[src/sprite_pkg.sv]
// opcodes and field widths for the sprite command front end
// word B bit positions and the instruction A union
`default_nettype none

package sprite_pkg;

	localparam int COORD_W  = 10;  // one pixel coordinate
	localparam int REG_W    = 14;  // decoder register field
	localparam int OFFSET_W = 9;   // slot memory offset
	localparam int SLOT_W   = 5;   // slot number field in word A

	localparam int B_Y_LSB  = 0;   // word B, y coordinate
	localparam int B_X_LSB  = 10;  // word B, x coordinate
	localparam int B_EN_BIT = 29;  // word B, sprite enable

	typedef enum logic [3:0] {
		op_set_pos    = 4'd0,
		op_mem_write  = 4'd1,
		op_set_offset = 4'd2,
		op_nop        = 4'd3,
		op_invalid    = 4'd15
	} op_t;

	// word A seen as a slot register access
	typedef struct packed {
		logic [31-SLOT_W-4:0] rsvd;
		logic [SLOT_W-1:0]    slot;
		logic [3:0]           opcode;
	} instr_slot_t;

	// word A seen as a colour memory access
	typedef struct packed {
		logic [31-REG_W-4:0] rsvd;
		logic [REG_W-1:0]    addr;
		logic [3:0]          opcode;
	} instr_mem_t;

	typedef union packed {
		instr_slot_t slot;
		instr_mem_t  mem;
	} instr_a_u;

endpackage

`default_nettype wire
[src/sprite_hit_select.sv]
// priority hit selector
// lowest covering slot wins, result registered with its offset
`timescale 1ns/1ps
`default_nettype none

module sprite_hit_select #(
	parameter int N_SPRITES = 8
) (
	input  logic                                      clk_en,
	input  logic                                      reset,
	input  logic [N_SPRITES-1:0]                      covers,
	input  logic [N_SPRITES*sprite_pkg::OFFSET_W-1:0] offsets,
	output logic                                      hit,
	output logic [sprite_pkg::SLOT_W-1:0]             hit_slot,
	output logic [sprite_pkg::OFFSET_W-1:0]           hit_offset
);
	import sprite_pkg::*;

	logic                nxt_hit;
	logic [SLOT_W-1:0]   nxt_slot;
	logic [OFFSET_W-1:0] nxt_offset;

	// walk down so the lowest index is the last one written
	always_comb begin
		nxt_hit    = 1'b0;
		nxt_slot   = '0;  // all zero when nothing covers
		nxt_offset = '0;
		for (int i = N_SPRITES - 1; i >= 0; i--) begin
			if (covers[i]) begin
				nxt_hit    = 1'b1;
				nxt_slot   = SLOT_W'(i);
				nxt_offset = offsets[i*OFFSET_W +: OFFSET_W];
			end
		end
	end

	always_ff @(posedge clk_en) begin
		if (reset) begin
			hit        <= 1'b0;
			hit_slot   <= '0;
			hit_offset <= '0;
		end else begin
			hit        <= nxt_hit;
			hit_slot   <= nxt_slot;
			hit_offset <= nxt_offset;
		end
	end

	a_slot_range: assert property (@(posedge clk_en) disable iff (reset)
		hit |-> (hit_slot < N_SPRITES))
		else $error("hit reported for slot %0d", hit_slot);

endmodule

`default_nettype wire

[config.mk]
export PLATFORM = sky130hd
export DESIGN_NAME = sprite_hit_select
export DESIGN_NICKNAME = d
export VERILOG_FILES = /design/src/sprite_pkg.sv /design/src/sprite_hit_select.sv
export SDC_FILE = /design/constraint.sdc
export NUM_CORES = 1
export LEC_CHECK = 0
export ABC_AREA = 0
export ABC_CLOCK_PERIOD_IN_PS = 1400
export BUFFER_PORTS_ARGS = -buffer_cell sky130_fd_sc_hd__buf_4
export CORE_MARGIN = 8
export CORE_UTILIZATION = 32
export CTS_CLUSTER_DIAMETER = 200
export CTS_CLUSTER_SIZE = 28
export DETAILED_ROUTE_END_ITERATION = 8
export GPL_ROUTABILITY_DRIVEN = 0
export PLACE_DENSITY = 0.77
export RECOVER_POWER = 50
export SKIP_CTS_REPAIR_TIMING = 1
export SYNTH_ARGS = -nofsm -noshare
export SYNTH_HDL_FRONTEND = slang
export SYNTH_SLANG_ARGS = --single-unit
[constraint.sdc]
create_clock -name clk_en -period 1.4 [get_ports clk_en]
set_clock_uncertainty 0.2 [all_clocks]
set_input_delay 0.28 -clock clk_en [delete_from_list [all_inputs] [get_ports clk_en]]
set_output_delay 0.28 -clock clk_en [all_outputs]
set_load 0.005 [all_outputs]
### Yosys cells after proc, flatten, opt, wreduce, memory -nomap -nowiden

Index checks and enable logic that the tools add are counted.

| operators by class | value |
|---|---|
| mux-type cells | 23 |
| reduce and logical (&&, ||, !) cells | 4 |

Operators by type and width:

| cell | number |
|---|---|
| $mux 9 | 8 |
| $mux 3 | 4 |
| $mux 1 | 9 |
| $reduce_or 8->1 | 1 |
| $reduce_or 5->1 | 1 |
| $mux 2 | 2 |
| $reduce_or 3->1 | 1 |
| $reduce_or 2->1 | 1 |

| word-level totals | value |
|---|---|
| output and inout port bits | 15 |
| register bits after elaboration | 15 |
| bits of input ports | 82 |
| logic and storage cells | 33 |

### Logic depth before layout (Yosys ltp)

Gate-level depths: netlist of the first run.

| logic depth | value |
|---|---|
| word-level depth | 8 |
| gate-level depth with buffers | 5 |
| depth with buffers taken out | 4 |

### Worst setup path after synthesis of the first run

No wires, ideal clock.

| path | value |
|---|---|
| path kind | in2reg |
| start point | in covers[5] |
| end point | reg hit_offset[3] (netlist bit) |
| stages | 5 |
| path buffers | 1 |
| data required time | 1.083 ns |
| setup slack | -0.059 ns |
| setup time | 0.117 ns |
| data arrival time | 1.143 ns |
| cells stage by stage | or2_1 buf_2 a221oi_1 o21ai_1 a22o_1 |

| on the way | value |
|---|---|
| cells in the longest elaborated chain, start to end | 6 |

Ends and longest elaborated chain:

| item | RTL line | RTL |
|---|---|---|
| start: declaration | sprite_hit_select.sv:11 | `input logic [N_SPRITES-1:0] covers,` |
| $mux 9 (6 in series) | sprite_hit_select.sv:29 | `if (covers[i]) begin` |
| end signal: assignment | sprite_hit_select.sv:45 | `hit_offset <= nxt_offset;` |
| end: declaration | sprite_hit_select.sv:15 | `output logic [sprite_pkg::OFFSET_W-1:0] hit_offset` |

Every way passes these cells.
A chain may end at the register's enable or synchronous reset.

### Worst setup path in the final report of the first run

| path | value |
|---|---|
| start point | in covers[4] |
| end point | reg hit_offset[1] (netlist bit) |

| on the way | value |
|---|---|
| cells in the longest elaborated chain, start to end | 5 |

Ends and longest elaborated chain:

| item | RTL line |
|---|---|
| $mux 9 (5 in series) | sprite_hit_select.sv:29 |

Every way passes these cells.

==> results of run 1 <==
[sequential cells by signal, indices dropped and copies added (netlist names)]
signal,cells
hit,1
hit_slot,3
hit_offset,9
[metal layers]
layer | global-route usage [%] | up-vias
met5 | 0 | -
met1 | 18.9 | 606
met4 | 6.03 | 0
met2 | 30.8 | 58
li1 | - | 656
met3 | 3.81 | 4
[cell families (layout without fill, tap and decap cells)]
logic type	Yosys count	in the layout	share of synthesized area, %
AND/OR/NAND/NOR	17	17	10.6
flip-flops	13	13	27.5
buffers and inverters	18	120	9.91
AO/OA/AOI/OAI	64	64	51.7
other	1	2	0.396
[stage by stage]
stage	power, mW	hold slack [ps]
final	1.07	34.3
after global routing	1.14	20.9
after CTS	1.08	18.5
after detailed placement	0.861	305
after global placement	0.847	302
after floorplan	0.573	145
[report_power, final]
part           internal (mW)  total [mW]  switching (mW)
clock                  0.110       0.222           0.112
combinational          0.273       0.449           0.176
sequential             0.395       0.402         0.00722
[final cells by class]
| cell class | count | area (µm²) |
|---|---|---|
| Fill cell | 247 | 967 |
| Timing Repair Buffer | 108 | 828 |
| Multi-Input combinational cell | 83 | 631 |
| Sequential cell | 13 | 260 |
| Tap cell | 31 | 38.8 |
| Inverter | 8 | 30.0 |
| Clock buffer | 4 | 26.3 |
[worst max-delay path, stage by stage]
cell and delay (ps):
buf_4 120, or2_4 260, buf_4 150, a221oi_2 200, o311a_1 200, a211oi_2 50
[cell usage in the layout (no fill, tap or decap), drive strengths merged, types with 2 or more instances in the layout]
cell and instances:
nor2 2, nor2b 4, a211oi 5, buf 96
o221ai 4, inv 8, a22oi 4, a22o 4
or2 2, o21ai 10, dfxtp 13, o22ai 5
o311a 4, conb 2, a221oi 12, clkbuf 16
nand2 4, a21oi 11
[path summary, 6_finish.rpt]
path,from,end,slack [ps],cells after the start
worst max-delay path,covers[4],hit_offset[1],70,6
worst min-delay path,reset,hit_offset[8],30,2
==> metrics, run 1 <==
Period minus WS final around 1300 ps; post-synth cell types 35; Worst-path clk slew 80 ps; Iter 0 DRT Violations 41; metal1 wirelength 1810 µm; Synth async-reset ratio 0%; Area after DPL between 1500 and 2000 µm²; Detail Route Antenna Nets 0; initial antenna violation count 0; Die ar. just under 5000 µm²; Vias 1324; largest net degree at the start of global routing 13; # IOs 97; routed wire length between 4000 and 5000 µm; share of the synthesized area in the top cell type 27.5%; layout cells sized above 1 57.4%; CTS tree built; total gr overflow 0; Final Net Count 299; max-capacitance violation count 0; non-filler cells, final 247; deepest clock path buffer count 2; H-Tree Depth 1; EDFF count, synth 0; Placed Instances between 200 and 250; DR top layer met4; Avg Synthesized Cell Area between 8 and 9 µm²; vias in the first global route 1509; CTS Sinks 13; pwr/cell area 591 nW/µm²; worst hold path type primary input to flip-flop; DRC 0; DIE HEIGHT 70.4 µm; Tot GR Track Use 17.1%; cell taking the most area after synthesis dfxtp_1; root buffer cell clkbuf_4; Max Slew Vio Count 0; metal2 WL 2270 µm; Die W 70.4 µm; total length of routed met3 wires 260 µm; type of origin of the critical path primary input; most common flop cell mapped by yosys dfxtp_1; RSZ-0062 raised after global routing no; TNS Setup 0 ps; cts bufs inserted 3; WS Path Type primary input to flip-flop; port bufs 94; fmax 0.749 GHz; Final Instance Area ~1800 µm²; WP data arrival 1280 ps; Seq cells post-synth 13; Final Hold Viols 0; endpoints failing setup 0; Worst VDD drop about 0.7 mV; diode count 0; Wirelength per Cell 17.9 µm; pre-CTS setup slack -354 ps; status finished, final reports clean; Pleak 0.887 nW; core area 2780 µm²; # rows 19; detailed placement HPWL 3990 µm; Synth Instances 113; Crit Path Max Fanout 3; crit end category flip-flop; post-synthesis sequential area ratio approximately 27%; drt pass-1 iters 4; first-pass GRT wire length 7070 µm; synth-to-layout area growth 91.5%; Syn. warnings 0; Tcrit/Tclk final 95.3%; post-route setup slack 65.6 ps; Via density ~5.4; Synth top cells by count dfxtp_1 (13), a21oi_1 (11), a221oi_1 (8), inv_1 (8), o21ai_0 (6); Worst Path Required about 1300 ps; largest cells by area after synthesis dfxtp_1 (27%), a221oi_1 (7.4%), a221oi_2 (6.3%), a21oi_1 (5.8%), o311a_1 (4.2%); initial core utilization 34.1%; Final Core Density 65.2%; Post-Syn Area 947 µm²; most common cell in the netlist dfxtp_1
(Power assumes the default switching activity.)
==> inputs of run 2 (changes only) <==
--- a/config.mk
+++ b/config.mk
@@ -8,6 +8,7 @@
 export ABC_AREA = 0
 export ABC_CLOCK_PERIOD_IN_PS = 1400
 export BUFFER_PORTS_ARGS = -buffer_cell sky130_fd_sc_hd__buf_4
+export CORE_ASPECT_RATIO = 2
 export CORE_MARGIN = 8
 export CORE_UTILIZATION = 32
 export CTS_CLUSTER_DIAMETER = 200
==> metrics, run 2 (synthesis gave the netlist of run 1 again) <==
status finished, final reports clean (unchanged); WP data arrival 1240 ps (was 1280 ps); layout cells sized above 1 57.5% (was 57.4%); Worst Path Buf+Inv 2 (unchanged); RSZ-0062 raised after global routing no (unchanged); Wirelength per Cell 18.2 µm (was 17.9 µm); Final Instance Area 1830 µm² (was 1810 µm²); CP max stage cell or2_1 (was or2_4); diode count 0 (unchanged); type of origin of the critical path primary input (unchanged); fmax 0.751 GHz (was 0.749 GHz); Crit Path Max Fanout 4 (was 3); most common cell after layout, fill and taps aside buf_4 (unchanged); synth-to-layout area growth 93.7% (was 91.5%); Detail Route Antenna Nets 0 (unchanged); TNS Setup 0 ps (unchanged); crit end category flip-flop (unchanged); largest net degree at the start of global routing 11 (was 13); deepest clock path buffer count 2 (unchanged); Tcrit/Tclk final 95.2% (was 95.3%); largest registers hit_offset x9, hit_slot x3, hit x1 (unchanged); Die ar. 5060 µm² (was 4960 µm²); endpoints failing setup 0 (unchanged); first-pass GRT wire length 6800 µm (was 7070 µm); largest stage delay on the critical path 240 ps (was 260 ps); initial antenna violation count 0 (unchanged); Period minus WS final 1330 ps (about the same); initial core utilization 32.6% (was 34.1%); total gr overflow 0 (unchanged); cts bufs inserted 3 (unchanged); worst hold path type primary input to flip-flop (unchanged); H-Tree Depth 1 (unchanged); # rows 28 (was 19); Vias 1371 (was 1324); WS Path Type primary input to flip-flop (unchanged); DRC 0 (unchanged); Placed Instances 245 (was 243); Worst VDD drop 0.292 mV (was 0.709 mV); vias in the first global route 1542 (was 1509); Die W 54.5 µm (was 70.4 µm); max-capacitance violation count 0 (unchanged); # IOs 97 (unchanged); most frequent cells in the layout buf_4 (98), dfxtp_1 (13), a21oi_1 (11), clkbuf_4 (11), inv_1 (8) (was buf_4 (94), clkbuf_4 (13), dfxtp_1 (13), a21oi_1 (11), inv_1 (8)); number of stages on the worst setup path 6 (unchanged); non-filler cells, final 249 (was 247); Worst Path Required 1310 ps (was 1340 ps); Tot GR Track Use 17.3% (was 17.1%); Cell Chain, Critical Path buf_4, or2_1, buf_4, a221oi_2, o311a_1, a211oi_1 (was buf_4, or2_4, buf_4, a221oi_2, o311a_1, a211oi_2); worst hold stages 2 (unchanged); Via density 5.51 (was 5.36); CTS tree built (unchanged); Worst-path clk slew 50 ps (was 80 ps); Area after DPL 1780 µm² (was 1790 µm²); Final Net Count 302 (was 299); pwr/cell area 640 nW/µm² (was 591 nW/µm²); cell family with most CP delay compound AO/OA/AOI/OAI gates (unchanged); root buffer cell clkbuf_8 (was clkbuf_4); max FFs per register 9 (unchanged); routed wire length 4530 µm (was 4410 µm); CTS Sinks 13 (unchanged); Pleak 0.906 nW (was 0.887 nW); most flop-heavy register hit_offset (unchanged); DIE HEIGHT 92.9 µm (was 70.4 µm); port bufs 94 (unchanged); detailed placement HPWL 4020 µm (was 3990 µm); Iter 0 DRT Violations 19 (was 41); Final Hold Viols 0 (unchanged); critical path's most frequent cell buf_4 (unchanged); core area 2910 µm² (was 2780 µm²); Max Slew Vio Count 0 (unchanged); drt pass-1 iters 4 (unchanged)
==> run 2: changes by cell type in the layout (fill, tap and decap cells not counted), sizes merged <==
cell	change
buf	+3
==> run 2: cell type report <==
class                           instances  area [µm²]
Fill cell                             273        1070
Timing Repair Buffer                  111         833
Multi-Input combinational cell         83         628
Sequential cell                        13         260
Clock buffer                            4        45.0
Tap cell                               30        37.5
Inverter                                8        30.0
==> run 2: final timing paths <==
path / startpoint / end / slack, ps
setup / recovery: covers[5] / hit_offset[0] / 70
hold / removal: reset / hit_offset[8] / 60
==> run 2: where the power goes <==
part / switching [mW] / internal (mW)
Sequential: 0.00636 / 0.396
Clock: 0.125 / 0.200
Combinational: 0.176 / 0.272
==> run 2: metrics by stage <==
stage	utilization (%)	worst slack, ps	hold slack [ps]	total power [mW]
floorplan	-	7.82	145	0.573
detailed placement	61.3	-222	306	0.856
CTS	62.8	25.9	56.6	1.18
global placement	61.3	-167	302	0.843
global route	63.1	12.0	63.4	1.23
finish	63.1	67.6	60.9	1.17
==> run 2: layer usage <==
layer	track usage, %	wire length, µm
met5	0	0
met4	7.85	93
met3	3.05	273
met2	33.6	2740
met1	15.5	1430
