### src/sprite_pkg.sv
// opcodes and field widths for the sprite command front end
// word B bit positions and the instruction A union
`default_nettype none

package sprite_pkg;

	localparam int COORD_W  = 10;  // one pixel coordinate
	localparam int REG_W    = 14;  // decoder register field
	localparam int OFFSET_W = 9;   // slot memory offset
	localparam int SLOT_W   = 5;   // slot number field in word A

	localparam int B_Y_LSB  = 0;   // word B, y coordinate
	localparam int B_X_LSB  = 10;  // word B, x coordinate
	localparam int B_EN_BIT = 29;  // word B, sprite enable

	typedef enum logic [3:0] {
		op_set_pos    = 4'd0,
		op_mem_write  = 4'd1,
		op_set_offset = 4'd2,
		op_nop        = 4'd3,
		op_invalid    = 4'd15
	} op_t;

	// word A seen as a slot register access
	typedef struct packed {
		logic [31-SLOT_W-4:0] rsvd;
		logic [SLOT_W-1:0]    slot;
		logic [3:0]           opcode;
	} instr_slot_t;

	// word A seen as a colour memory access
	typedef struct packed {
		logic [31-REG_W-4:0] rsvd;
		logic [REG_W-1:0]    addr;
		logic [3:0]          opcode;
	} instr_mem_t;

	typedef union packed {
		instr_slot_t slot;
		instr_mem_t  mem;
	} instr_a_u;

endpackage

`default_nettype wire
### src/instr_decoder.sv
// registered instruction decoder
// splits words A and B into opcode, register and data, flags invalid opcodes
`timescale 1ns/1ps
`default_nettype none

module instr_decoder (
	input  logic                          clk_en,
	input  logic                          reset,
	input  logic                          instr_valid,
	input  logic [31:0]                   word_a,
	input  logic [31:0]                   word_b,
	output logic                          dec_valid,
	output sprite_pkg::op_t               dec_opcode,
	output logic [sprite_pkg::REG_W-1:0]  dec_register,
	output logic [31:0]                   dec_data
);
	import sprite_pkg::*;

	instr_a_u         ia;            // word A, two views
	op_t              nxt_opcode;    // decoded, before the register
	logic [REG_W-1:0] nxt_register;
	logic [31:0]      nxt_data;

	assign ia = word_a;

	////////////////////////////////////////////////////////////
	// field split
	////////////////////////////////////////////////////////////

	always_comb begin
		nxt_opcode   = op_invalid;  // anything unlisted
		nxt_register = '0;
		nxt_data     = 32'd0;
		case (ia.slot.opcode)  // opcode sits at 3:0 in both views
			op_set_pos: begin
				nxt_opcode   = op_set_pos;
				nxt_register = REG_W'(ia.slot.slot);  // zero-extended slot
				nxt_data     = word_b;                // x, y, enable
			end
			op_mem_write: begin
				nxt_opcode   = op_mem_write;
				nxt_register = ia.mem.addr;  // full 14-bit address
				nxt_data     = word_b;       // colour
			end
			op_set_offset: begin
				nxt_opcode   = op_set_offset;
				nxt_register = REG_W'(ia.slot.slot);
				nxt_data     = word_b;  // offset in low bits
			end
			op_nop: begin
				nxt_opcode = op_nop;  // fields stay zero
			end
			default: ;
		endcase
	end

	////////////////////////////////////////////////////////////
	// output stage, one cycle after instr_valid
	////////////////////////////////////////////////////////////

	always_ff @(posedge clk_en) begin
		if (reset) begin
			dec_valid <= 1'b0;
		end else begin
			dec_valid <= instr_valid;
		end
	end

	always_ff @(posedge clk_en) begin
		if (instr_valid) begin
			dec_opcode   <= nxt_opcode;
			dec_register <= nxt_register;
			dec_data     <= nxt_data;
		end
	end

	// issue pulses come from single bus acks
	a_dec_pulse: assert property (@(posedge clk_en) disable iff (reset)
		dec_valid |=> !dec_valid)
		else $error("dec_valid high for two cycles");

endmodule

`default_nettype wire

### config.mk
export PLATFORM = sky130hd
export DESIGN_NAME = instr_decoder
export DESIGN_NICKNAME = d
export VERILOG_FILES = /design/src/sprite_pkg.sv /design/src/instr_decoder.sv
export SDC_FILE = /design/constraint.sdc
export NUM_CORES = 1
export LEC_CHECK = 0
export CAP_MARGIN = 20
export CORE_ASPECT_RATIO = 0.5
export CORE_MARGIN = 2
export CORE_UTILIZATION = 37
export CTS_CLUSTER_DIAMETER = 200
export DETAILED_ROUTE_END_ITERATION = 16
export DONT_BUFFER_PORTS = 1
export HOLD_SLACK_MARGIN = 0.05
export PLACE_DENSITY_LB_ADDON = 0.08
export SLEW_MARGIN = 20
export SYNTH_ARGS = -nofsm -noshare
export SYNTH_HDL_FRONTEND = slang
export SYNTH_SLANG_ARGS = --single-unit
### constraint.sdc
create_clock -name clk_en -period 1.3 [get_ports clk_en]
set_input_delay 0.39 -clock clk_en [delete_from_list [all_inputs] [get_ports clk_en]]
set_output_delay 0.39 -clock clk_en [all_outputs]
set_load 0.1 [all_outputs]
* Word level (Yosys, flattened, before mapping)
Index checks and enable logic that the tools add are counted.
Cells by class: $add $sub $neg 0, $mul 0, div/mod/pow operators 0, order comparisons 0, equality and inequality tests 3, shifts and indexed selects 0, mux-type cells 2, bitwise operators 0, reductions and logical operators 3
Operators by type and width (number):
- $pmux 14 s2 | 1
- $pmux 4 s4 | 1
- $eq 4x2->1 const B | 2
- $eq 4x1->1 const B | 1
- $logic_not 4->1 | 1
- $reduce_or 3->1 | 1
- $reduce_or 2->1 | 1
Storage, ports and cells: bits in registers 51, bits in latches 0, RAM bits 0, ROM bits 0, input port bits 67, output and inout port bits 51, logic and storage cells 12, memories 0

* Logic depth before layout (Yosys ltp)
Gate-level depths: netlist of the first run.
depth after elaboration 3, mapped depth 3, gate-level depth less buffers 2

* Least setup slack after synthesis of the first run
No wires, ideal clock.
path type register to output, from register, netlist name dec_opcode[2], to output port dec_opcode[3], arrival time 1347 ps, required time 910 ps, path slack -437 ps, cell stages (with the launch flop) 2, cell sequence edfxtp_1 > buf_4
RTL lines:
- to (decl) | line instr_decoder.sv:13 | output sprite_pkg::op_t dec_opcode,

==> results of run 1 <==
==> Yosys cell counts (all sizes together) <==
cell / count / area, um^2
a211oi: 1 / 20.0
and2: 46 / 315
buf: 4 / 41.3
dfxtp: 1 / 20.0
edfxtp: 49 / 1470
nor2b: 1 / 6.26
nor4b: 1 / 23.8
or2: 1 / 6.26
or3: 2 / 13.8
==> per-stage QoR <==
stage,instance area [um^2],TNS [ps]
floorplan,1930,-369
global placement,3010,0
detailed placement,3010,0
CTS,3130,-1020
global route,3120,-2160
finish,3120,-320
==> sequential cells by signal, summed over array words and instances, names as in the netlist <==
signal / flops
dec_data: 32
dec_register: 14
dec_opcode: 3
dec_valid: 1
==> routing by layer <==
layer / global-route usage (%) / up-vias / wire (um)
li1: - / 479 / -
met1: 15.6 / 480 / 1440
met2: 25.5 / 59 / 2060
met3: 6.32 / 2 / 357
met4: 3.29 / 0 / 10
met5: 0 / - / 0
==> worst min-delay path by stage <==
| stage | start | to |
|---|---|---|
| 3_3_place_gp | reset | dec_valid |
| 6_report | reset | dec_valid |
| 3_5_place_dp | reset | dec_valid |
| 5_1_grt | reset | dec_valid |
| 4_1_cts | reset | dec_valid |
| 2_1_floorplan | reset | dec_valid |
==> power groups by stage <==
stage                     Combinational (mW)  Sequential (mW)  Clock, mW
after floorplan                       0.0894             2.75          0
after CTS                               1.34             1.99       1.12
final                                   1.33             1.98       1.08
after global routing                    1.35             1.99       1.19
after detailed placement                1.34             2.02          0
after global placement                  1.33             2.02          0
==> cell families after synthesis <==
logic type             synth area share [%]
AO/OA/AOI/OAI                          1.04
AND/OR/NAND/NOR                        19.0
flip-flops                             77.8
buffers and inverters                  2.15
==> cell usage in the layout (no fill, tap or decap) <==
cell and instances:
a211oi_4 1, and2_1 24, and2_2 22, buf_12 51
bufinv_16 1, clkbuf_16 1, clkbuf_8 5, clkinv_2 1
dfxtp_1 1, edfxtp_1 49, inv_6 1, nor2b_1 1
nor4b_4 1, or2_2 1, or3_1 1, or3_2 1
==> timing repair <==
action                     4_1_cts  5_1_grt
setup endpoints to repair       50       50
resized for setup                0        1
cloned                           0        0
==> layout make-up <==
cell class | count | share of cell area (%)
sequential | 50 | 47.8
clock buffer | 5 | 2.20
clock inverter | 3 | 1.40
multi-input combinational | 52 | 12.3
timing repair buffer | 52 | 33.5
tap | 70 | 2.80
==> run summary, run 1 <==
Outcome = finished with violations
Failing checks = setup timing
CTS Buf Count = 5
Relative slew slack = 75.4%
CP top delay family = flip-flops
Global-route wire length before repair = 5760 um
Vias per cell = 4.40
Grt total ovfl = 0
Switch Pwr = 1.47 mW
Layout area overhead = 62.8%
Clock Pin Slew Worst Setup and Hold Paths = 100 ps
Die Y = 54.9 um
Ports = 118
Nets = 228
Cts hold-fix bufs = 0
Seq cells post-synth = 50
First-pass iteration count of the detailed router = 4
Cell Rows = 18
Buf+Inv Stages, Crit Path = 1
Clock power share = 24.6%
Hold Violations, Final = 0
Combinational power share = 30.2%
DRC = 0
Post-Syn Area = 1920 um^2
Largest net degree at the start of global routing = 51
Setup violations, final = 23
Synth Warn # = 0
Cells after synthesis = 106
H-tree levels = 2
Antenna violation net count after detailed routing = 0
Clock sink total = 50
RSZ-0062 raised after global routing = true
Worst hold slack = 148 ps
Vias in the first global route = 1,094
Reg area = 1490 um^2
Slew Viols, Final = 0
CTS tree = built
P_int = 2.92 mW
CP cell instances = clkbuf_16
Setup ws final = -73.7 ps
Crit path depth = 1
Slowest library cell on the worst path = edfxtp_1
Crit path kind = flip-flop to output pin
Core area = 4950 um^2
Routed WL = 3860 um
Root buf cell = clkbuf_8
Non-Filler Instances = 232
Total power = 4.39 mW
Layout filler cell count = 339
Die X = 106 um
Highest Clock Rate = 728 MHz
Initial core utilization = 38.7%
Worst-path maximum fanout = 2
Initial antenna violation count = 0
VDD IR max = 659 uV
Fin crit period = 1370 ps
Slew @ Worst Pin = 368 ps
Sw frac = 33.6%
IO buf count = 0
Drt wl/cell = 16.6 um
CP required = 910 ps
Synthesized area per cell = 18.1 um^2
Iter 0 DRT Violations = 42
Hold path depth = 1
Worst Setup End Kind = output pin
DP Worst Slack = 118 ps
Distinct cells, synth = 12
Pwr dens = 1410 nW/um^2
Worst Setup EP = dec_opcode[3]
Critical Path Max Stage Delay = 460 ps
Fin crit share = 106%
CP Launch Type = flip-flop
Fraction of layout cells with a size suffix above 1 = 53.1%
Worst hold path type = input port to flip-flop
Post-synth net total = 173
Leak Pwr = 1.19 nW
Die ar. = 5810 um^2
Register area share after synthesis = 77.8%
Via count = 1,020
Postcts setup bufs = 0
Final HPWL DP = 2960 um
Critical path launch point = dec_opcode[2]
Gpl congestion = 0.742
Max Cap Violations = 0
Tot GR Track Use = 13.9%
Arr. time, crit path = 980 ps
Sequential power share = 45.2%
DP Cell Count = 224
Multi-input logic area = 385 um^2
CTS max path bufs = 2
# diodes = 0
Finished Core Util = 63.0%
Note: power is estimated with default switching activity, not from simulation.
==> inputs of run 2 (changes only) <==
--- a/config.mk
+++ b/config.mk
@@ -5,15 +5,16 @@
 export SDC_FILE = /design/constraint.sdc
 export NUM_CORES = 1
 export LEC_CHECK = 0
+export BUFFER_PORTS_ARGS = -buffer_cell sky130_fd_sc_hd__buf_4
 export CAP_MARGIN = 20
 export CORE_ASPECT_RATIO = 0.5
 export CORE_MARGIN = 2
 export CORE_UTILIZATION = 37
 export CTS_CLUSTER_DIAMETER = 200
 export DETAILED_ROUTE_END_ITERATION = 16
-export DONT_BUFFER_PORTS = 1
 export HOLD_SLACK_MARGIN = 0.05
 export PLACE_DENSITY_LB_ADDON = 0.08
+export REMOVE_ABC_BUFFERS = 1
 export SLEW_MARGIN = 20
 export SYNTH_ARGS = -nofsm -noshare
 export SYNTH_HDL_FRONTEND = slang
==> run summary, run 2 (synthesis gave the netlist of run 1 again) <==
Buf+Inv Stages, Crit Path = 1 (unchanged)
Failing checks = setup timing
Multi-input logic area = 385 um^2 (unchanged)
Nets = 282 (+24%)
Worst-path maximum fanout = 2 (unchanged)
Iter 0 DRT Violations = 28 (-33%)
Vias in the first global route = 1,141 (+4.3%)
Setup violations, final = 4 (-83%)
Gpl congestion = 0.696 (-6.2%)
Highest Clock Rate = 762 MHz (+4.7%)
Clock sink total = 50 (unchanged)
Initial antenna violation count = 0 (unchanged)
CP top delay family = flip-flops
Ports = 118 (unchanged)
Hold Violations, Final = 0 (unchanged)
Slew @ Worst Pin = 357 ps (-10.7 ps)
Fin crit share = 101% (-4.7 points)
Core area = 4950 um^2 (unchanged)
Hold path depth = 2 (+1)
Crit path kind = flip-flop to output pin
Die X = 106 um (unchanged)
Reg area = 1490 um^2 (unchanged)
Slowest library cell on the worst path = edfxtp_1
H-tree levels = 2 (unchanged)
DRC = 0 (unchanged)
Setup ws final = -12.2 ps (+61.5 ps)
Largest regs = dec_data: 32 flops, dec_register: 14 flops, dec_opcode: 3 flops
Slew Viols, Final = 0 (unchanged)
Vias per cell = 4.15 (-5.5%)
Area after DPL = 2800 um^2 (-7.1%)
Worst hold slack = 237 ps (+88.7 ps)
Final HPWL DP = 2650 um (-10%)
Largest net degree at the start of global routing = 38 (-25%)
RSZ-0062 raised after global routing = true
Fraction of layout cells with a size suffix above 1 = 63.9% (+11 points)
Global-route wire length before repair = 5330 um (-7.6%)
Via count = 1,188 (+16%)
Layout area overhead = 61.4%
Hold_sp = reset
Critical Path Max Stage Delay = 420 ps (-40 ps)
CTS max path bufs = 2 (unchanged)
CP required = 910 ps (about the same)
Die Y = 54.9 um (unchanged)
Arr. time, crit path = 920 ps (-60 ps)
Root buf cell = clkbuf_8
CTS Buf Count = 5 (unchanged)
# diodes = 0 (unchanged)
Grt total ovfl = 0 (unchanged)
Most frequent cells in the layout = 52 x buf_4, 51 x buf_6, 49 x edfxtp_1
Fin crit period = 1310 ps (-61.5 ps)
Pwr dens = 1380 nW/um^2 (-1.7%)
Clock Pin Slew Worst Setup and Hold Paths = 80 ps (-20 ps)
Relative slew slack = 76.1% (+0.71 points)
Postcts setup bufs = 0 (unchanged)
Max reg flops = 32 (unchanged)
Layout filler cell count = 393 (+16%)
Antenna violation net count after detailed routing = 0 (unchanged)
Worst hold path type = input port to flip-flop
CP Launch Type = flip-flop
Die ar. = 5810 um^2 (unchanged)
Routed WL = 3670 um (-5.0%)
Most flop-heavy register = dec_data
Commonest non-fill, non-tap cell in the layout = buf_4
Worst Setup End Kind = output pin
Max Cap Violations = 0 (unchanged)
CTS tree = built
Tot GR Track Use = 12.5% (-1.4 points)
CP cell instances = buf_6
First-pass iteration count of the detailed router = 3 (-1)
Initial core utilization = 38.7% (unchanged)
IO buf count = 103 (+103)
Worst Hold Path EP = dec_valid
Outcome = finished with violations
Cell Rows = 18 (unchanged)
Final instance area = 3100 um^2 (-0.88%)
Leak Pwr = 1.28 nW (+7.5%)
Drt wl/cell = 12.8 um (-23%)
VDD IR max = 595 uV (-9.8%)
## run 2: cell count changes in the layout (fill, tap and decap cells not counted), sizes merged
| cell | delta |
|---|---|
| buf | +55 |
| inv | -1 |
| clkbuf | +1 |
| clkinv | -1 |
## run 2: metal layers
metal | vias up | wire length (um) | global-route usage [%] | share of wire [%]
met1 | 541 | 1380 | 13.3 | 38
met5 | - | 0 | 0 | 0
met2 | 57 | 1820 | 21.7 | 50
li1 | 586 | - | - | -
met4 | 0 | 36 | 3.95 | 0.98
met3 | 4 | 430 | 7.38 | 12
## run 2: how the worst max path moves through the flow
| stage | start | endpoint | slack, ps | depth (start not counted) |
|---|---|---|---|---|
| after floorplan | dec_opcode[2] | dec_opcode[2] | -600 | 0 |
| after global placement | word_a[1] | dec_data[1] | 4 | 4 |
| after detailed placement | word_a[1] | dec_data[22] | -1 | 4 |
| after CTS | dec_opcode[2] | dec_opcode[3] | -30 | 1 |
| after global routing | dec_opcode[2] | dec_opcode[2] | -60 | 1 |
| final | dec_opcode[2] | dec_opcode[2] | -10 | 1 |
## run 2: power by group
| group | internal [mW] | total, mW | switching (mW) |
|---|---|---|---|
| clock | 0.576 | 1.06 | 0.480 |
| sequential | 1.89 | 1.93 | 0.0499 |
| combinational | 0.355 | 1.28 | 0.930 |
| total | 2.82 | 4.28 | 1.46 |
## run 2: area by class of cell
| class | instances | area share (%) |
|---|---|---|
| tap | 70 | 2.83 |
| multi-input combinational | 52 | 12.4 |
| sequential | 50 | 48.2 |
| timing repair buffer | 106 | 33.1 |
| clock buffer | 7 | 2.47 |
| clock inverter | 1 | 0.970 |
## run 2: repair_timing
action                                  4_1_cts  5_1_grt
hold buffers                                  0        0
endpoints found under the setup margin       50       43
pin swaps                                     0        0
resized for setup                            50        1
## run 2: per-stage QoR
step                      power, mW  worst slack, ps  utilization, %  std cells  setup TNS [ps]
after global placement         3.16             4.16            56.5        278               0
after detailed placement       3.17            -1.15            56.5        278           -2.27
after global routing           4.40            -60.7            62.5        286            -560
after floorplan                2.82             -600               -        102           -2260
final                          4.28            -12.2            62.5        286           -37.9
after CTS                      4.31            -25.6            62.4        286           -68.3
