===== config.mk =====
export PLATFORM = sky130hd
export DESIGN_NAME = sprite_slot
export DESIGN_NICKNAME = d
export VERILOG_FILES = /design/src/sprite_pkg.sv /design/src/sprite_slot.sv
export SDC_FILE = /design/constraint.sdc
export NUM_CORES = 1
export LEC_CHECK = 0
export CORE_MARGIN = 1.5
export CORE_UTILIZATION = 40
export CTS_CLUSTER_DIAMETER = 120
export DETAILED_ROUTE_END_ITERATION = 6
export DONT_BUFFER_PORTS = 1
export GPL_ROUTABILITY_DRIVEN = 0
export PLACE_DENSITY = 0.56
export REMOVE_ABC_BUFFERS = 1
export SYNTH_ARGS = -nofsm -noshare
export SYNTH_HDL_FRONTEND = slang
export SYNTH_SLANG_ARGS = --single-unit

===== constraint.sdc =====
create_clock -name clk_en -period 6.3 [get_ports clk_en]
set_input_delay 1.89 -clock clk_en [delete_from_list [all_inputs] [get_ports clk_en]]
set_output_delay 1.89 -clock clk_en [all_outputs]
set_load 0.01 [all_outputs]

===== src/sprite_pkg.sv =====
// opcodes and field widths for the sprite command front end
// word B bit positions and the instruction A union
`default_nettype none

package sprite_pkg;

	localparam int COORD_W  = 10;  // one pixel coordinate
	localparam int REG_W    = 14;  // decoder register field
	localparam int OFFSET_W = 9;   // slot memory offset
	localparam int SLOT_W   = 5;   // slot number field in word A

	localparam int B_Y_LSB  = 0;   // word B, y coordinate
	localparam int B_X_LSB  = 10;  // word B, x coordinate
	localparam int B_EN_BIT = 29;  // word B, sprite enable

	typedef enum logic [3:0] {
		op_set_pos    = 4'd0,
		op_mem_write  = 4'd1,
		op_set_offset = 4'd2,
		op_nop        = 4'd3,
		op_invalid    = 4'd15
	} op_t;

	// word A seen as a slot register access
	typedef struct packed {
		logic [31-SLOT_W-4:0] rsvd;
		logic [SLOT_W-1:0]    slot;
		logic [3:0]           opcode;
	} instr_slot_t;

	// word A seen as a colour memory access
	typedef struct packed {
		logic [31-REG_W-4:0] rsvd;
		logic [REG_W-1:0]    addr;
		logic [3:0]          opcode;
	} instr_mem_t;

	typedef union packed {
		instr_slot_t slot;
		instr_mem_t  mem;
	} instr_a_u;

endpackage

`default_nettype wire

===== src/sprite_slot.sv =====
// one sprite slot
// position, enable and offset registers plus the coverage test
`timescale 1ns/1ps
`default_nettype none

module sprite_slot #(
	parameter int SLOT_ID     = 0,
	parameter int SPRITE_SIZE = 20
) (
	input  logic                             clk_en,
	input  logic                             reset,
	input  logic                             dec_valid,
	input  sprite_pkg::op_t                  dec_opcode,
	input  logic [sprite_pkg::REG_W-1:0]     dec_register,
	input  logic [31:0]                      dec_data,
	input  logic [sprite_pkg::COORD_W-1:0]   query_x,
	input  logic [sprite_pkg::COORD_W-1:0]   query_y,
	output logic                             covers,
	output logic [sprite_pkg::OFFSET_W-1:0]  offset
);
	import sprite_pkg::*;

	logic [COORD_W-1:0] pos_x;   // left edge
	logic [COORD_W-1:0] pos_y;   // top edge
	logic               enable;
	logic               sel;     // instruction targets this slot
	logic [COORD_W:0]   x_end;   // one past right edge, no wrap
	logic [COORD_W:0]   y_end;
	logic               in_x;
	logic               in_y;

	assign sel = dec_valid && (dec_register == REG_W'(SLOT_ID));

	always_ff @(posedge clk_en) begin
		if (reset) begin
			pos_x  <= '0;
			pos_y  <= '0;
			enable <= 1'b0;
			offset <= '0;
		end else if (sel && dec_opcode == op_set_pos) begin
			pos_x  <= dec_data[B_X_LSB +: COORD_W];
			pos_y  <= dec_data[B_Y_LSB +: COORD_W];
			enable <= dec_data[B_EN_BIT];
		end else if (sel && dec_opcode == op_set_offset) begin
			offset <= dec_data[OFFSET_W-1:0];
		end
	end

	// half-open square test, extra bit keeps edge near 1023 honest
	assign x_end  = {1'b0, pos_x} + (COORD_W+1)'(SPRITE_SIZE);
	assign y_end  = {1'b0, pos_y} + (COORD_W+1)'(SPRITE_SIZE);
	assign in_x   = (query_x >= pos_x) && ({1'b0, query_x} < x_end);
	assign in_y   = (query_y >= pos_y) && ({1'b0, query_y} < y_end);
	assign covers = enable && in_x && in_y;

endmodule

`default_nettype wire


Word-level counts from Yosys, hierarchy flattened
Index checks and enable logic that the tools add are counted.
{"block": "totals", "register_bits": 30, "in_bits": 73, "out_inout_bits": 10, "wordCells": 22}
{"block": "classes", "addsub": 2, "magnitude_cmp": 4, "n_eq_ne": 1, "bitwise": 1, "n_reduce_logical": 10}
{"operator": "10-bit by 5-bit adder with 11-bit output (second input constant)", "count": 2}
{"operator": "10-bit by 11-bit < comparator with 1-bit output", "count": 2}
{"operator": "10-bit greater-or-equal comparator", "count": 2}
{"operator": "14-bit zero test", "count": 1}
{"operator": "1-bit logical AND", "count": 7}
{"operator": "4-bit by 2-bit equality test with 1-bit output (second input constant)", "count": 1}
{"operator": "4-bit zero test", "count": 1}
{"operator": "2-bit AND reduction", "count": 1}
{"operator": "1-bit inverter", "count": 1}

Logic depth before layout (Yosys ltp)
Gate-level depths: netlist (run 1).
{"block": "depth", "depth_word": 5, "mapped_depth": 11, "depth_no_buf": 11}

Worst setup path before layout (run 1)
OpenSTA, ideal clock, no wires.
{"block": "synth_path", "path_kind": "input -> output", "from": "input port query_x[5] (netlist name)", "to": "output port covers", "arrival_ps": 3144, "t_required_ps": 4410, "setup_slack_ps": 1266, "stages": 5, "path_buffers": 0, "path_cell_list": "ha_1 -> a21o_1 -> a221oi_1 -> a21oi_1 -> nor4_1"}
{"block": "synth_between", "elab_chain_len": 4, "word_cells_on_any_way": 5, "cone_classes": "2 x order compare; 3 x reduce/logical"}
{"item": "start, declared", "line": "sprite_slot.sv:16", "text": "input logic [sprite_pkg::COORD_W-1:0] query_x,"}
{"item": "10-bit by 11-bit < comparator with 1-bit output / 10-bit greater-or-equal comparator (equally long branches)", "line": "sprite_slot.sv:52", "text": "assign in_x = (query_x >= pos_x) && ({1'b0, query_x} < x_end);"}
{"item": "1-bit logical AND (*)", "line": "sprite_slot.sv:52"}
{"item": "1-bit logical AND (*) (2 in a row)", "line": "sprite_slot.sv:54", "text": "assign covers = enable && in_x && in_y;"}
{"item": "end, declared", "line": "sprite_slot.sv:18", "text": "output logic covers,"}
Every way passes the cells marked *; elsewhere a longest branch is shown, timed or not.

Final worst setup path (run 1)
Same ends and word-level chain as after synthesis.

==> results of run 1 <==
==> metal layers <==
metal  global-route usage, %  part of all wire (%)  routed length (µm)
met5                       0                     0                   0
met4                    6.11                   1.6                  73
met3                    4.43                   6.5                 295
met2                    24.6                    43                1930
met1                    22.1                    49                2240
==> registers in the layout, indices dropped and copies added (netlist names) <==
signal / count
pos_x: 10
pos_y: 10
offset: 9
enable: 1
==> through the flow <==
| step | cells | setup WS [ns] | cell area (µm²) | power, W | utilization, % |
|---|---|---|---|---|---|
| 2_1_floorplan | 260 | 1.27 | 2100 | 0.000215 | - |
| 3_3_place_gp | 330 | 1.09 | 2190 | 0.000219 | 42.6 |
| 3_5_place_dp | 330 | 1.10 | 2190 | 0.000220 | 42.6 |
| 4_1_cts | 338 | 1.09 | 2300 | 0.000399 | 44.8 |
| 5_1_grt | 338 | 0.967 | 2300 | 0.000412 | 44.8 |
| 6_report | 338 | 1.11 | 2300 | 0.000393 | 44.8 |
==> cells by family (layout without fill, tap and decap cells) <==
logic type               count (synthesis)  in the layout  synth area share, %
buffers and inverters                   31             32                 6.13
flip-flops                              30             30                 28.0
adder cells (fa/ha/maj)                 38             38                 22.2
XOR/XNOR                                12             12                 4.90
AND/OR/NAND/NOR                         90             90                 19.3
multiplexers                             9              9                 4.20
AO/OA/AOI/OAI                           57             57                 15.3
==> Yosys cell counts, types with 3 or more instances <==
cell	number	area [µm²]
sky130_fd_sc_hd__xnor2_1	10	87.6
sky130_fd_sc_hd__ha_1	38	475
sky130_fd_sc_hd__mux2i_1	9	90.1
sky130_fd_sc_hd__a21oi_1	36	180
sky130_fd_sc_hd__o211ai_1	4	30.0
sky130_fd_sc_hd__nor3_1	3	15.0
sky130_fd_sc_hd__dfxtp_1	30	601
sky130_fd_sc_hd__inv_1	24	90.1
sky130_fd_sc_hd__nor2_1	15	56.3
sky130_fd_sc_hd__clkbuf_1	5	18.8
sky130_fd_sc_hd__o21ai_0	5	25.0
sky130_fd_sc_hd__a21o_1	3	22.5
sky130_fd_sc_hd__nand2b_1	3	18.8
sky130_fd_sc_hd__nand4_1	4	25.0
sky130_fd_sc_hd__nor4_1	3	18.8
sky130_fd_sc_hd__nand3_1	5	25.0
sky130_fd_sc_hd__nand2_1	46	173
==> worst max-delay path, cell delays in order <==
cell and delay, ns:
sky130_fd_sc_hd__ha_1 0.28, sky130_fd_sc_hd__a21o_1 0.17, sky130_fd_sc_hd__a221oi_1 0.29, sky130_fd_sc_hd__a21oi_1 0.14, sky130_fd_sc_hd__nor4_1 0.53
==> area by class of cell <==
type / instances / area share, %
well taps: 70 / 3.81
clock buffers: 8 / 4.79
inverters: 24 / 3.92
flip-flops and latches: 30 / 26.1
multi-input cells: 206 / 61.4
==> how the worst min path moves through the flow <==
stage / startpoint / endpoint / slack [ns] / depth (start not counted)
after floorplan: pos_x[1] / pos_x[1] / 0.43 / 2
after detailed placement: pos_y[5] / pos_y[5] / 0.44 / 2
after global placement: pos_y[1] / pos_y[1] / 0.44 / 2
after CTS: pos_y[8] / pos_y[8] / 0.45 / 2
final: pos_y[8] / pos_y[8] / 0.44 / 2
after global routing: pos_y[8] / pos_y[8] / 0.46 / 2
==> power breakdown <==
group	switching [W]	internal, W	total, W
registers	0.000000000436	0.000190	0.000190
clock network	0.0000671	0.000110	0.000177
logic	0.0000123	0.0000135	0.0000258
total	0.0000794	0.000313	0.000393
==> impl_summary.md, run 1 <==
Run status
The flow ran to the end, and the final reports show no timing, DRC or antenna violations.

Finish
The footprint of the multi-input gates is 0.00141 mm². The repair_antennas step left the layout with diodes totalling 0. The area used by sequential logic in the layout is 601 µm².

In the layout the commonest cells are 46 x sky130_fd_sc_hd__nand2_1, 38 x sky130_fd_sc_hd__ha_1, 36 x sky130_fd_sc_hd__a21oi_1. The layout has 574 filler cells. From synthesis to final layout, the design area changed by 7.29%. The ratio of cells with drive above 1 in the final layout is 3.73%. The post-layout net count is 378. Leaving out fill and tap cells, the most frequent cell in the layout is sky130_fd_sc_hd__nand2_1.

Run
The tool flagged a number of max-cap violations equal to 0.

STA
The final critical path takes up 82.4% of the cycle. The summed negative setup slack over all endpoints is 0 ns. Setup repair after global routing left no endpoint under its margin. For this run, the top clock speed supported by timing is 0.193 GHz. The final setup violation count is 0.

The clock period could shrink to 5.19 ns. The relative slew slack is 44.1%. For the final database, setup skew stands at 0 ns.

The final hold slack is 0.443 ns. The final max-slew violation count is 0. The final-report hold violation count is 0. For the pin with the worst max-slew slack, the measured transition is 0.839 ns.

Placed design
The count of buffers added on input and output ports is 0. The placed wire-length estimate is 3700 µm.

Die
The die extent in x is 76.2 µm. The die area is 0.00581 mm². During I/O placement, the number of pins put on the boundary was 83. The area of the core is 0.00514 mm². The vertical die dimension is 76.2 µm. The floorplan has 26 rows. Once the floorplan was initialized, standard cells occupied 41.7% of the core.

Clocking
The number of clock sinks seen by CTS is 30. TritonCTS built the clock tree. In this run, post-CTS repair resized a total of 0 instances. The number of levels the H-tree was split into is 2. The total clock buffers created by CTS is 5. The clock reaches the later pin of the worst-skew pair after 0.27 ns.

No sink is reached through more buffers than the 2 on the longest clock path. Clock-pin slew was measured on the worst setup and hold paths at 0.06 ns. After clock tree synthesis, the setup repair step added 0 buffers.

In this run, post-CTS hold repair placed 0 buffers. The clock root buffer master is sky130_fd_sc_hd__clkbuf_8.

Detailed routing
After detailed routing, the number of remaining DRC violations is 0. The detailed-route wire length per cell is 13.4 µm. The detail route stage leaves a number of antenna-violating nets equal to 0. The via count normalized by instance count is 5.10. The violation count after the first detailed-route iteration is 62. Summed over all layers, the routed wires come to 4540 µm.

The pre-antenna-repair detailed-routing pass consisted of 4 iterations. The routed layout has 1724 vias.

Power
For this design the ratio of total power to cell area is 171 mW/mm². The worst supply voltage drop on vdd is 154 µV. The leakage power summed over all cells is 0.885 nW.

Critical path
The endpoint of the most critical setup path is covers. Along the worst path, the maximum fanout reaches 2. STA classifies the critical path startpoint as an input port. For flop-to-flop paths, the worst setup slack is 5.55 ns.

The launching point of the worst reg2reg path is pos_x[4]. The critical path data required time is 4.41 ns. The timing startpoint of the critical path is query_x[5].

For the worst flop-to-flop path, the logic depth is 2. The kind of critical path is in -> out. The critical register-to-register path endpoint is pos_x[4]. The arrival time of data at the critical path endpoint is 3.30 ns. The critical path endpoint category is an output pin.

Yosys
For this run, the leading register cell type out of synthesis is sky130_fd_sc_hd__dfxtp_1. The Yosys warning count is 0. Each instance of the synthesized netlist takes up on average 8.03 µm². In this run, synthesis produced a sequential element count of 30.

Of all flip-flops after synthesis, the portion carrying an async set or reset was 0%. The synthesized cell area is 0.00214 mm². The number of different library cells used by synthesis comes to 36. Synthesis produced a netlist whose cell count is 267. The synthesized design contains 0 enable-type register cells. For this run, the register share of the synthesized area comes to 28.0%.

Hold path
The classification of the worst-slack hold path is reg -> reg.

Global route
The via count of the first global-routing pass was 1683. The initial antenna violation count came to 0. Across every metal layer, demand over resource in global routing totals 16.3%. Entering global routing, the biggest net connects 31 pins. The wire length of the first global-routing pass is 7670 µm.

The remaining global-route overflow is 0.
Power figures use the tool's default switching activity.
==> run 2, diff against run 1 <==
--- a/config.mk
+++ b/config.mk
@@ -5,13 +5,14 @@
 export SDC_FILE = /design/constraint.sdc
 export NUM_CORES = 1
 export LEC_CHECK = 0
+export ABC_AREA = 1
 export CORE_MARGIN = 1.5
 export CORE_UTILIZATION = 40
 export CTS_CLUSTER_DIAMETER = 120
 export DETAILED_ROUTE_END_ITERATION = 6
 export DONT_BUFFER_PORTS = 1
 export GPL_ROUTABILITY_DRIVEN = 0
-export PLACE_DENSITY = 0.56
+export PLACE_DENSITY = 0.58
 export REMOVE_ABC_BUFFERS = 1
 export SYNTH_ARGS = -nofsm -noshare
 export SYNTH_HDL_FRONTEND = slang
==> constraint.sdc (replaced) <==
create_clock -name clk_en -period 4.66 [get_ports clk_en]
set_input_delay 1.398 -clock clk_en [delete_from_list [all_inputs] [get_ports clk_en]]
set_output_delay 1.398 -clock clk_en [all_outputs]
set_load 0.01 [all_outputs]
==> impl_summary.md, run 2 <==
Clocking
The number of cells upsized or downsized after cts is 0. After clock tree synthesis, the clock-pin slew on the worst setup and hold paths is 0.07 ns. The count of hold-fix buffers inserted at cts is 0. The TritonCTS clock tree is yes.

In this run the number of H-tree levels came out at 2. The tree built by TritonCTS fans out to 30 sinks. In this run the post-CTS setup repair buffer count came out at 0. The clock reaches the later pin of the worst-skew pair after 0.28 ns.

The maximum clock insertion buffer count is 2. The clock root buffer master is sky130_fd_sc_hd__clkbuf_8. The total clock buffers created by CTS is 5.

STA
Final hold analysis gives a worst-case slack of 0.454 ns. The summed negative setup slack over all endpoints is 0 ns. The final max-slew violation count is 0. The worst pin sits at a relative slew slack of 45.9%. The share of the clock period used by the worst path is 84.6%. The final setup violation count is 0. The final-report hold violation count is 0. The actual transition at the worst max-transition pin is 0.810 ns. The fmax is 0.254 GHz.

The final critical path time including I/O delays and setup is 3.94 ns. Setup repair after global routing left no endpoint under its margin. The clock skew is 0 ns.

Yosys
The Yosys warning count is 0. The mux contribution to synthesized area is 0%. By count the netlist is led by 62 x sky130_fd_sc_hd__nand2_1, 59 x sky130_fd_sc_hd__inv_1, 38 x sky130_fd_sc_hd__ha_1, 32 x sky130_fd_sc_hd__a21oi_1, 32 x sky130_fd_sc_hd__nor2_1. The share of the yosys chip area belonging to registers is 25.7%. Of the total synthesized cell area, the portion taken by full adders, half adders and majority gates is 20.3%. Ranked by total cell area, the synthesized netlist is headed by sky130_fd_sc_hd__dfxtp_1 26%, sky130_fd_sc_hd__ha_1 20%, sky130_fd_sc_hd__nand2_1 10%, sky130_fd_sc_hd__inv_1 9.5%, sky130_fd_sc_hd__a21oi_1 6.8%. After Yosys synthesis, and, or, nand and nor cells account for 23.5% of the synthesized area. The flip-flop and latch count after synthesis is 30. The combinational family with the most area after synthesis is simple AND/OR/NAND/NOR gates. The mean post-synth cell area is 6.94 µm².

sky130_fd_sc_hd__nand2_1 is the most common cell in the netlist. The share of flip-flops with an asynchronous set or reset is 0%. The cell accounting for the most synthesized area is sky130_fd_sc_hd__dfxtp_1.

The number of distinct library cells after synthesis is 24. The share of the synthesized netlist area taken by xor and xnor gates is 4.49%. The fraction of the mapped netlist area in compound gates is 14.7%. The number of enable flip-flop cells after synthesis is 0. For this run, the leading register cell type out of synthesis is sky130_fd_sc_hd__dfxtp_1.

Of the post-synthesis cell area, the dominant cell type holds 25.7%. In this run the cell area of the synthesized design comes to 0.00234 mm². The number of cells produced by synthesis is 337.

Finish
In the layout the commonest cells are 62 x sky130_fd_sc_hd__nand2_1, 59 x sky130_fd_sc_hd__inv_1, 38 x sky130_fd_sc_hd__ha_1. After routing the design area is 0.00250 mm². The post-layout net count is 447. The most common cell after layout, fill and taps aside is sky130_fd_sc_hd__nand2_1. In the final layout, the registers with the most flip-flops are pos_x (10), pos_y (10), offset (9). The area added between synthesis and finish is 6.90%. Measured on the finished design, the core utilization comes to 44.8%. The ratio of cells with drive above 1 in the final layout is 4.45%. The count of inserted antenna diode cells is 0. The post-route non-filler standard cell count is 409.

Run
The max-cap check violation count is 0.

Critical path
The critical path's most frequent cell is sky130_fd_sc_hd__nand2_1. The arrival time of data at the critical path endpoint is 2.55 ns. The longest individual stage delay on the worst path is 0.39 ns. The critical path is of the in -> out type. The count of buffering cells on the critical path with inverters included is 1. The worst setup path is captured at an output pin. The largest fanout on the critical path is 2. The critical path goes through ha_1 -> inv_1 -> a21oi_1 -> nand2_1 -> nand2_1 -> nand2_1 -> nand2_1 -> nand2_1 -> nor3_1. The family of cells with the greatest summed delay on the critical path is simple AND/OR/NAND/NOR gates.

The cell with the largest stage delay on the worst path is sky130_fd_sc_hd__nor3_1. The startpoint class of the critical path is an input port. At the worst endpoint, the required time is 3.26 ns.

Placed design
The placed instances occupy a cell area of 0.00239 mm². The placed wire-length estimate is 3730 µm. In this run, placement finished with an instance count of 401. During placement, the flow inserted port buffers numbering 0.

Detailed routing
For this block, the initial DRC count from the detailed router was 42. The total routed wirelength is 4530 µm. Dividing the detail-routed via count by the number of cells gives 4.80.

Dividing the detail-routed wire length by the instance count gives 11.1 µm. The number of nets with antenna violations after routing is 0. The remaining routing DRC violations is 0. For this block, the via count after detailed routing is 1963. The number of optimization iterations in the first detailed-route pass is 4.

Global route
The total global routing track utilization is 15.6%. The largest net degree at the start of global routing is 43. The wire length of the first global-routing pass is 7970 µm. The via count of the first global-routing pass is 1946. The initial antenna violation count is 0. The total overflow left after global routing is 0.

Power
The worst supply voltage drop on vdd is 120 µV. For this design the ratio of total power to cell area is 231 mW/mm². The leakage power summed over all cells is 1.07 nW.

Die
The vertical die dimension is 79.5 µm. The initialized floorplan defines 27 standard-cell rows. The starting utilization of the core area is 42.0%.

83 I/O pins were placed. The floorplan step defined a core boundary enclosing 0.00557 mm². The die area is 0.00631 mm².

The die extent in x is 79.5 µm.

Run status
The flow ran to the end, and the final reports show no timing, DRC or antenna violations.

Hold path
The min-delay analysis places its worst path in the category reg -> reg.
-- run 2: changes by cell type after synthesis, moves of 6 or more --
cell                      previous run  this run
sky130_fd_sc_hd__mux2i_1             9         0
sky130_fd_sc_hd__inv_1              24        59
sky130_fd_sc_hd__nor2_1             15        32
sky130_fd_sc_hd__xor2_1              2        12
sky130_fd_sc_hd__nand2_1            46        62
sky130_fd_sc_hd__xnor2_1            10         0
sky130_fd_sc_hd__nand3_1             5        12
sky130_fd_sc_hd__o21ai_0             5        11
sky130_fd_sc_hd__o21ai_1             0        21
-- run 2: path summary, 6_finish.rpt --
path,end,start,slack (ns),cells after the start
setup / recovery,covers,query_x[2],0.72,9
hold / removal,pos_x[0],pos_x[0],0.45,2
hold reg to reg,pos_x[0],pos_x[0],0.45,2
setup reg to reg,offset[3],offset[3],3.97,4
-- run 2: per-layer routing --
metal	up-vias	track usage [%]	wire [µm]
met4	0	3.33	38
met2	59	28.6	2140
li1	1078	-	-
met3	4	4.69	333
met5	-	0	0
met1	822	17.7	2010
-- run 2: final cells by class --
| cell class | instances | area (µm²) |
|---|---|---|
| Fill cell | 587 | 3070 |
| Clock buffer | 5 | 68.8 |
| Inverter | 59 | 221 |
| Multi-Input combinational cell | 240 | 1470 |
| Clock inverter | 3 | 45.0 |
| Sequential cell | 30 | 601 |
| Tap cell | 72 | 90.1 |
-- run 2: through the flow --
stage	total power [W]	setup WS [ns]
after floorplan	0.000308	0.886
after global placement	0.000317	0.697
after detailed placement	0.000318	0.697
after CTS	0.000588	0.697
after global routing	0.000608	0.543
final	0.000577	0.716
-- run 2: cell families (layout without fill, tap and decap cells) --
group / after synthesis / in the layout
XOR/XNOR: 12 / 12
flip-flops: 30 / 30
adder cells (fa/ha/maj): 38 / 38
buffers and inverters: 67 / 67
AND/OR/NAND/NOR: 123 / 123
AO/OA/AOI/OAI: 67 / 67
-- run 2: worst register-to-register path, cell delays in order (launching register included) --
cell and delay (ns):
sky130_fd_sc_hd__dfxtp_1 0.39, sky130_fd_sc_hd__inv_1 0.07, sky130_fd_sc_hd__nand2_2 0.06, sky130_fd_sc_hd__inv_1 0.04, sky130_fd_sc_hd__nor2_1 0.08
-- run 2: report_power, final --
part	leakage [nW]	switching (W)	internal, W
sequential	0.241	0.000000000803	0.000256
clock	0.0504	0.000107	0.000159
combinational	0.776	0.0000301	0.0000251
